[src/ahb_pkg.sv]
package ahb_pkg;

    // transfer type as driven by the master
    typedef enum logic [1:0] {
        IDLE   = 2'b00,
        BUSY   = 2'b01,
        NONSEQ = 2'b10,
        SEQ    = 2'b11
    } htrans_t;

    typedef logic [2:0] hsize_t;

    // only 32 bit transfers are served
    localparam hsize_t hsize_word = 3'b010;

    typedef logic hresp_t;

    localparam hresp_t hresp_okay  = 1'b0;
    localparam hresp_t hresp_error = 1'b1;

    typedef logic [31:0] haddr_t;  // byte address
    typedef logic [31:0] hdata_t;

endpackage

[src/mem_pkg.sv]
package mem_pkg;

    localparam int mem_words = 64;

    // byte window, both ends inclusive
    localparam ahb_pkg::haddr_t mem_base = 32'h0000_0a00;
    localparam ahb_pkg::haddr_t mem_end  = 32'h0000_0aff;

    // word index relative to mem_base
    typedef logic [$clog2(mem_words)-1:0] word_idx_t;

    typedef logic [1:0] wait_cnt_t;

    // hready low cycles per data phase
    // read_wait needs to stay at least 1 since the array read is registered
    localparam wait_cnt_t read_wait  = 2'd2;
    localparam wait_cnt_t write_wait = 2'd1;

endpackage

[src/ahb_addr_phase.sv]
`timescale 1ns/10ps

module ahb_addr_phase (
    input  logic               mem_intf,
    input  logic               rst,
    input  logic               hsel,
    input  ahb_pkg::haddr_t    haddr,
    input  ahb_pkg::htrans_t   htrans,
    input  logic               hwrite,
    input  ahb_pkg::hsize_t    hsize,
    input  logic               hready,
    output logic               xfer_valid,
    output logic               xfer_write,
    output logic               xfer_err,
    output mem_pkg::word_idx_t xfer_idx
);
    import ahb_pkg::*;
    import mem_pkg::*;

    logic   accept;
    logic   in_range;
    logic   size_ok;
    haddr_t offset;

    // IDLE and BUSY never start a data phase
    assign accept   = hready && hsel && (htrans == NONSEQ || htrans == SEQ);
    assign in_range = (haddr >= mem_base) && (haddr <= mem_end);
    assign size_ok  = (hsize == hsize_word);
    assign offset   = haddr - mem_base;

    always_ff @(posedge mem_intf) begin
        if (rst) begin
            xfer_valid <= 1'b0;
            xfer_write <= 1'b0;
            xfer_err   <= 1'b0;
        end else if (hready) begin  // address held by master while hready low
            xfer_valid <= accept;
            if (accept) begin
                xfer_write <= hwrite;
                xfer_err   <= !in_range || !size_ok;
            end
        end
    end

    always_ff @(posedge mem_intf) begin
        if (accept)
            xfer_idx <= word_idx_t'(offset >> 2);
    end

    // the array address must stay put for the whole data phase
    assert property (@(posedge mem_intf) disable iff (rst)
        !hready |=> $stable(xfer_idx));

endmodule

[src/mem_ctrl.sv]
`timescale 1ns/10ps

module mem_ctrl (
    input  logic            mem_intf,
    input  logic            rst,
    input  logic            xfer_valid,
    input  logic            xfer_write,
    input  logic            xfer_err,
    output logic            hready,
    output ahb_pkg::hresp_t hresp,
    output logic            rd_en,
    output logic            wr_en,
    output logic            rd_done
);
    import ahb_pkg::*;
    import mem_pkg::*;

    typedef enum logic [1:0] {
        st_idle,
        st_wait,
        st_complete,
        st_err_first
    } state_t;

    state_t    state;
    state_t    cur_state;
    state_t    next_state;
    wait_cnt_t cnt;
    wait_cnt_t cur_cnt;
    wait_cnt_t wait_len;
    logic      last_wait;

    assign wait_len = xfer_write ? write_wait : read_wait;

    // st_idle in the register means the previous data phase has ended,
    // so the freshly captured transfer decides the state of this cycle
    always_comb begin
        cur_state = state;
        cur_cnt   = cnt;
        if (state == st_idle) begin
            cur_cnt = wait_len - 2'd1;  // wait cycles left after this one
            if (xfer_valid) begin
                if (xfer_err)
                    cur_state = st_err_first;
                else if (wait_len != '0)
                    cur_state = st_wait;
                else
                    cur_state = st_complete;
            end
        end
    end

    assign last_wait = (cur_cnt == '0);

    always_comb begin
        case (cur_state)
            st_wait:      next_state = last_wait ? st_complete : st_wait;
            st_err_first: next_state = st_complete;  // second error cycle
            default:      next_state = st_idle;
        endcase
    end

    always_ff @(posedge mem_intf) begin
        if (rst) begin
            state <= st_idle;
            cnt   <= '0;
        end else begin
            state <= next_state;
            cnt   <= cur_cnt - 2'd1;
        end
    end

    assign hready = (cur_state == st_idle) || (cur_state == st_complete);

    always_comb begin
        hresp = hresp_okay;
        if (cur_state == st_err_first || (cur_state == st_complete && xfer_err))
            hresp = hresp_error;
    end

    // read is launched one cycle early so data lands in the completing cycle
    assign rd_en   = (cur_state == st_wait) && last_wait && !xfer_write;
    assign wr_en   = (cur_state == st_complete) && xfer_write && !xfer_err;
    assign rd_done = (cur_state == st_complete) && !xfer_write && !xfer_err;

    // two cycle ERROR response, second cycle releases hready
    assert property (@(posedge mem_intf) disable iff (rst)
        (cur_state == st_err_first) |=> (hresp == hresp_error && hready));

    assert property (@(posedge mem_intf) disable iff (rst)
        !(rd_en && wr_en));

endmodule

[src/mem_array.sv]
`timescale 1ns/10ps

module mem_array (
    input  logic               mem_intf,
    input  logic               rst,
    input  logic               rd_en,
    input  logic               wr_en,
    input  mem_pkg::word_idx_t idx,
    input  ahb_pkg::hdata_t    wr_data,
    output ahb_pkg::hdata_t    rd_data
);
    import ahb_pkg::*;
    import mem_pkg::*;

    hdata_t mem [mem_words];

    // each word starts out holding its own index
    always_ff @(posedge mem_intf) begin
        if (rst) begin
            for (int i = 0; i < mem_words; i++)
                mem[i] <= hdata_t'(i);
        end else if (wr_en) begin
            mem[idx] <= wr_data;  // hwdata of the completing write cycle
        end
    end

    // registered read, valid the cycle after rd_en
    always_ff @(posedge mem_intf) begin
        if (rd_en)
            rd_data <= mem[idx];
    end

endmodule

[src/rdata_path.sv]
`timescale 1ns/10ps

module rdata_path (
    input  logic            mem_intf,
    input  logic            rst,
    input  logic            rd_done,
    input  ahb_pkg::hdata_t rd_data,
    output ahb_pkg::hdata_t hrdata
);
    import ahb_pkg::*;

    logic done_q;

    always_ff @(posedge mem_intf) begin
        if (rst)
            done_q <= 1'b0;
        else
            done_q <= rd_done;
    end

    // bus stays at zero outside the completing read cycle
    always_comb begin
        hrdata = '0;
        if (rd_done)
            hrdata = rd_data;
    end

    // read completion is a single cycle pulse, so hrdata drops back to zero
    assert property (@(posedge mem_intf) disable iff (rst)
        done_q |-> !rd_done);

endmodule

[src/ahb_mem_top.sv]
`timescale 1ns/10ps

module ahb_mem_top (
    input  logic             mem_intf,
    input  logic             rst,
    input  logic             hsel,
    input  ahb_pkg::haddr_t  haddr,
    input  ahb_pkg::htrans_t htrans,
    input  logic             hwrite,
    input  ahb_pkg::hsize_t  hsize,
    input  ahb_pkg::hdata_t  hwdata,
    output ahb_pkg::hdata_t  hrdata,
    output logic             hready,
    output ahb_pkg::hresp_t  hresp
);
    import ahb_pkg::*;
    import mem_pkg::*;

    logic      xfer_valid;
    logic      xfer_write;
    logic      xfer_err;
    word_idx_t xfer_idx;
    logic      rd_en;
    logic      wr_en;
    logic      rd_done;
    hdata_t    rd_data;

    // single slave, own hready doubles as hreadyin
    ahb_addr_phase u_addr_phase (
        .mem_intf   (mem_intf),
        .rst        (rst),
        .hsel       (hsel),
        .haddr      (haddr),
        .htrans     (htrans),
        .hwrite     (hwrite),
        .hsize      (hsize),
        .hready     (hready),
        .xfer_valid (xfer_valid),
        .xfer_write (xfer_write),
        .xfer_err   (xfer_err),
        .xfer_idx   (xfer_idx)
    );

    mem_ctrl u_ctrl (
        .mem_intf   (mem_intf),
        .rst        (rst),
        .xfer_valid (xfer_valid),
        .xfer_write (xfer_write),
        .xfer_err   (xfer_err),
        .hready     (hready),
        .hresp      (hresp),
        .rd_en      (rd_en),
        .wr_en      (wr_en),
        .rd_done    (rd_done)
    );

    mem_array u_array (
        .mem_intf (mem_intf),
        .rst      (rst),
        .rd_en    (rd_en),
        .wr_en    (wr_en),
        .idx      (xfer_idx),
        .wr_data  (hwdata),
        .rd_data  (rd_data)
    );

    rdata_path u_rdata (
        .mem_intf (mem_intf),
        .rst      (rst),
        .rd_done  (rd_done),
        .rd_data  (rd_data),
        .hrdata   (hrdata)
    );

endmodule

[config.mk]
export PLATFORM = sky130hd
export DESIGN_NAME = ahb_mem_top
export DESIGN_NICKNAME = d
export VERILOG_FILES = /design/src/ahb_pkg.sv /design/src/mem_pkg.sv /design/src/ahb_addr_phase.sv /design/src/mem_ctrl.sv /design/src/mem_array.sv /design/src/rdata_path.sv /design/src/ahb_mem_top.sv
export SDC_FILE = /design/constraint.sdc
export NUM_CORES = 2
export LEC_CHECK = 0
export ABC_CLOCK_PERIOD_IN_PS = 11600
export CELL_PAD_IN_SITES_DETAIL_PLACEMENT = 0
export CELL_PAD_IN_SITES_GLOBAL_PLACEMENT = 2
export CORE_UTILIZATION = 40
export DETAILED_ROUTE_END_ITERATION = 10
export DONT_BUFFER_PORTS = 1
export PLACE_DENSITY = 0.68
export SLEW_MARGIN = 20
export SYNTH_ARGS = -nofsm -noshare
export SYNTH_HDL_FRONTEND = slang
export SYNTH_SLANG_ARGS = --single-unit
[constraint.sdc]
create_clock -name mem_intf -period 11.6 [get_ports mem_intf]
set_input_delay 1.16 -clock mem_intf [delete_from_list [all_inputs] [get_ports mem_intf]]
set_output_delay 1.16 -clock mem_intf [all_outputs]
set_load 0.005 [all_outputs]
==> summary.log <==
qor: run_status.outcome completed
qor: power.ir_drop 0.120 mV
qor: sta.report.final.slew_viol_count 0
qor: job.timing.max_cap.violations 0
qor: place.detailedPlacementHpwl 155000 um
qor: place.placedInstanceArea 0.0971 mm^2
qor: sta.transition_at_the_pin_with_the_smallest_max_transition_slack 1.14 ns
qor: global_route.grt_pass1_wl 411000 um
qor: clock_tree.post_cts_resize_count 0
qor: critical_path.startpoint_type flip-flop
qor: clock_tree.hold_bufs_inserted_after_cts 0
qor: critical_path.timing.critical_path.to_type flip-flop
qor: synth.synthesized_area_fraction_occupied_by_xor_and_xnor_cells 0%
qor: clock_tree.clkLatencyLatePin 0.86 ns
qor: place.dpl.cell_count 9095
qor: finish.synthToLayoutAreaGrowth 10.0%
qor: synth.synth_area 0.0945 mm^2
qor: floorplanning.die_w 488 um
qor: clock_tree.postCtsSetupBuffers 0
qor: synth.postSynthCellCount 6497
qor: floorplanning.design.portCount 107
qor: place.place.gp.congestion 0.808
qor: sta.setup-tns-final 0 ns
qor: sta.fin_skew 0.0291 ns
qor: clock_tree.cts_tree yes
qor: drt.post_drt_wl_per_cell 30.8 um
qor: synth.synth_enable_flop_cells 2086
qor: power.leakage 36.2 nW
qor: sta.maxClockFrequency 187 MHz
qor: floorplanning.die_ar 0.238 mm^2
qor: power.power_per_cell_area 157 mW/mm^2
qor: synth.synthDistinctLibCells 50
qor: finish.post_layout_nonfiller_instances 9510
qor: critical_path.worst_ep_arrival_time 5.92 ns
qor: clock_tree.htree_levels 4
qor: critical_path.critical_path_required 12.17 ns
qor: sta.worst_hold_slack 0.387 ns
qor: finish.finish.instance_area 0.104 mm^2
qor: drt.ant_nets 0
qor: worst_hold_path.timing.hold.worst.class in2reg
qor: critical_path.worst-path-max-fanout 105
qor: clock_tree.cts_max_path_buffers 3
qor: sta.post-route-min-period 5.35 ns
qor: drt.totalWireLength 293000 um
qor: sta.setup-violations-final 0
qor: floorplanning.initial_core_util 40.2%
qor: synth.synth.mux.area_fraction 10.0%
qor: synth.post_synth_and_or_nand_nor_area_fraction 15.6%
qor: clock_tree.cts-buffers-inserted 225
qor: drt.vias_per_inst 5.59
qor: synth.synth_flop_cell edfxtp_1
qor: sta.setup_repair_after_global_routing_missed_its_margin no
qor: synth.synth.net_count 6571
qor: place.port-buffer-count 0
qor: sta.max-slew-margin-rel 23.5%
qor: sta.min_period_over_period 46.2%
qor: global_route.grt_antenna_before_repair 30
qor: finish.post_route_cells_drive_above_1_share 13.3%
qor: floorplanning.fp.dieH 488 um
qor: synth.post_synth.cell_area_avg 14.5 um^2
qor: synth.synth.yosys.seq_area_share 66.5%
qor: global_route.grt_max_degree 131
qor: synth.synth_warnings 0
qor: global_route.globalRoute.totalOverflow 0
qor: clock_tree.clk_transition_reported_paths 0.06 ns
qor: clock_tree.clock-root-buffer clkbuf_16
qor: synth.synth-seq-cells 2093
qor: finish.design.final.nets 6246
qor: synth.synth_compound_gate_area_share 4.95%
qor: synth.async_sr_flop_fraction 0%
qor: sta.hold_violations 0
qor: drt.first_pass_iters 5
qor: floorplanning.floorplan.rows 178
qor: synth.post_synth_fa_ha_maj_area_fraction 0.0132%
qor: clock_tree.tritoncts_num_sinks 2093
qor: global_route.groute.usage.overall 24.5%
qor: global_route.first_global_vias 54100
qor: synth.largest_family_of_logic_cells_by_synthesized_area simple AND/OR/NAND/NOR gates
qor: drt.route.vias.total 53200
qor: critical_path.worstSetupPathType reg2reg
qor: drt.detail_route.drc_violations 0
qor: floorplanning.area_inside_the_core_boundary 0.235 mm^2
qor: place.pre_cts_slack 6.22 ns
qor: drt.drt_first_iter_violations 4732
qor: sta.final.setup.worst_slack 6.25 ns
## kinds of logic after synthesis
kind of cell	after synthesis
flops	2093
compound gates	633
buf+inv	719
mux	634
simple gates	2417
fa+ha+maj	1
## cells in the mapped netlist (3+ instances only)
cell / n / share of area [%]
nor4_1: 3 / 0.020
nor3b_1: 3 / 0.024
nand2_2: 7 / 0.046
mux4_2: 248 / 5.9
nand4_1: 32 / 0.21
nor2b_1: 8 / 0.053
a21oi_1: 16 / 0.085
clkbuf_2: 8 / 0.042
a22o_1: 4 / 0.037
a221o_1: 5 / 0.053
nand2b_1: 3 / 0.020
mux2_2: 10 / 0.12
a22oi_1: 33 / 0.26
mux2i_1: 376 / 4.0
dfxtp_1: 7 / 0.15
a211oi_1: 3 / 0.024
o21ai_0: 123 / 0.65
o22a_1: 62 / 0.57
a221oi_1: 256 / 2.4
or2_2: 65 / 0.43
buf_2: 101 / 0.54
o211ai_1: 3 / 0.024
clkbuf_1: 546 / 2.2
nand2_1: 17 / 0.068
and2_1: 1891 / 13
inv_1: 5 / 0.020
edfxtp_1: 2086 / 66
nor2_1: 167 / 0.66
buf_4: 3 / 0.024
buf_1: 54 / 0.21
o22ai_1: 122 / 0.81
or3_1: 193 / 1.3
nor3_1: 12 / 0.064
nand3b_1: 5 / 0.040
## flip-flops by register name, summed over array words and instances, names as in the netlist
name and flops:
u_addr_phase.xfer_idx 6, u_array.mem 2048, u_addr_phase.xfer_write 1, u_ctrl.state 2, u_array.rd_data 32, u_addr_phase.xfer_err 1
u_ctrl.cnt 2, u_addr_phase.xfer_valid 1
## where the power goes
| part | switching (mW) | internal (mW) |
|---|---|---|
| Combinational | 0.622 | 0.278 |
| Sequential | 0.0659 | 8.53 |
| Clock | 2.96 | 3.83 |
## routing by layer
metal / routed length, um / GRT usage, %
met5: 0 / 0
met4: 10800 / 8.93
met3: 16000 / 3.59
met2: 140000 / 40.1
met1: 126000 / 33.1
## per-stage QoR
stage | total power, mW | utilization, %
2_1_floorplan | 9.34 | -
3_3_place_gp | 9.65 | 41.3
3_5_place_dp | 9.67 | 41.3
4_1_cts | 16.4 | 44.2
5_1_grt | 16.7 | 44.2
6_report | 16.3 | 44.2
## cells in the final DEF, fill, tap and decap left out, types with 10 or more instances in the layout
master,Yosys,layout
clkbuf_1,546,67
o22a_1,62,62
clkbuf_16,0,231
clkinv_2,0,27
a21oi_1,16,16
mux4_2,248,248
and2_1,1891,1890
o21ai_0,123,122
nor2_1,167,99
or3_1,193,193
nor3_1,12,11
mux2_2,10,10
a22oi_1,33,33
mux2i_1,376,376
clkinv_1,1,66
nand4_1,32,32
nand2_1,17,15
or2_2,65,53
buf_4,3,152
nor2_2,0,65
bufinv_16,0,10
a221oi_1,256,256
or2_4,0,12
edfxtp_1,2086,2086
o22ai_1,122,122
## worst paths after layout
check | depth (start not counted) | from | endpoint | slack [ns]
worst max-delay path | 8 | u_addr_phase.xfer_idx[1] | u_array.rd_data[15] | 6.25
worst min-delay path | 1 | rst | u_addr_phase.xfer_write | 0.39
worst max register to register | 8 | u_addr_phase.xfer_idx[1] | u_array.rd_data[15] | 6.25
worst min register to register | 2 | u_addr_phase.xfer_valid | u_addr_phase.xfer_valid | 0.51
## layout make-up
cell class,count,area (um^2)
Inverter,7,33.8
Timing Repair Buffer,160,1300
Antenna cell,9,22.5
Sequential cell,2093,62800
Clock inverter,108,732
Multi-Input combinational cell,3685,29100
Tap cell,3150,3940
Clock buffer,298,6030
Fill cell,20800,131000
## critical path, cell delays in order, from the launching register on
cell and delay (ns):
edfxtp_1 0.71, buf_12 0.55, buf_4 0.73, buf_4 0.67, mux4_2 0.42, mux2i_1 0.36, o22ai_1 0.30, nor2_1 0.89
nand4_1 0.18
Power figures use the tool's default switching activity.
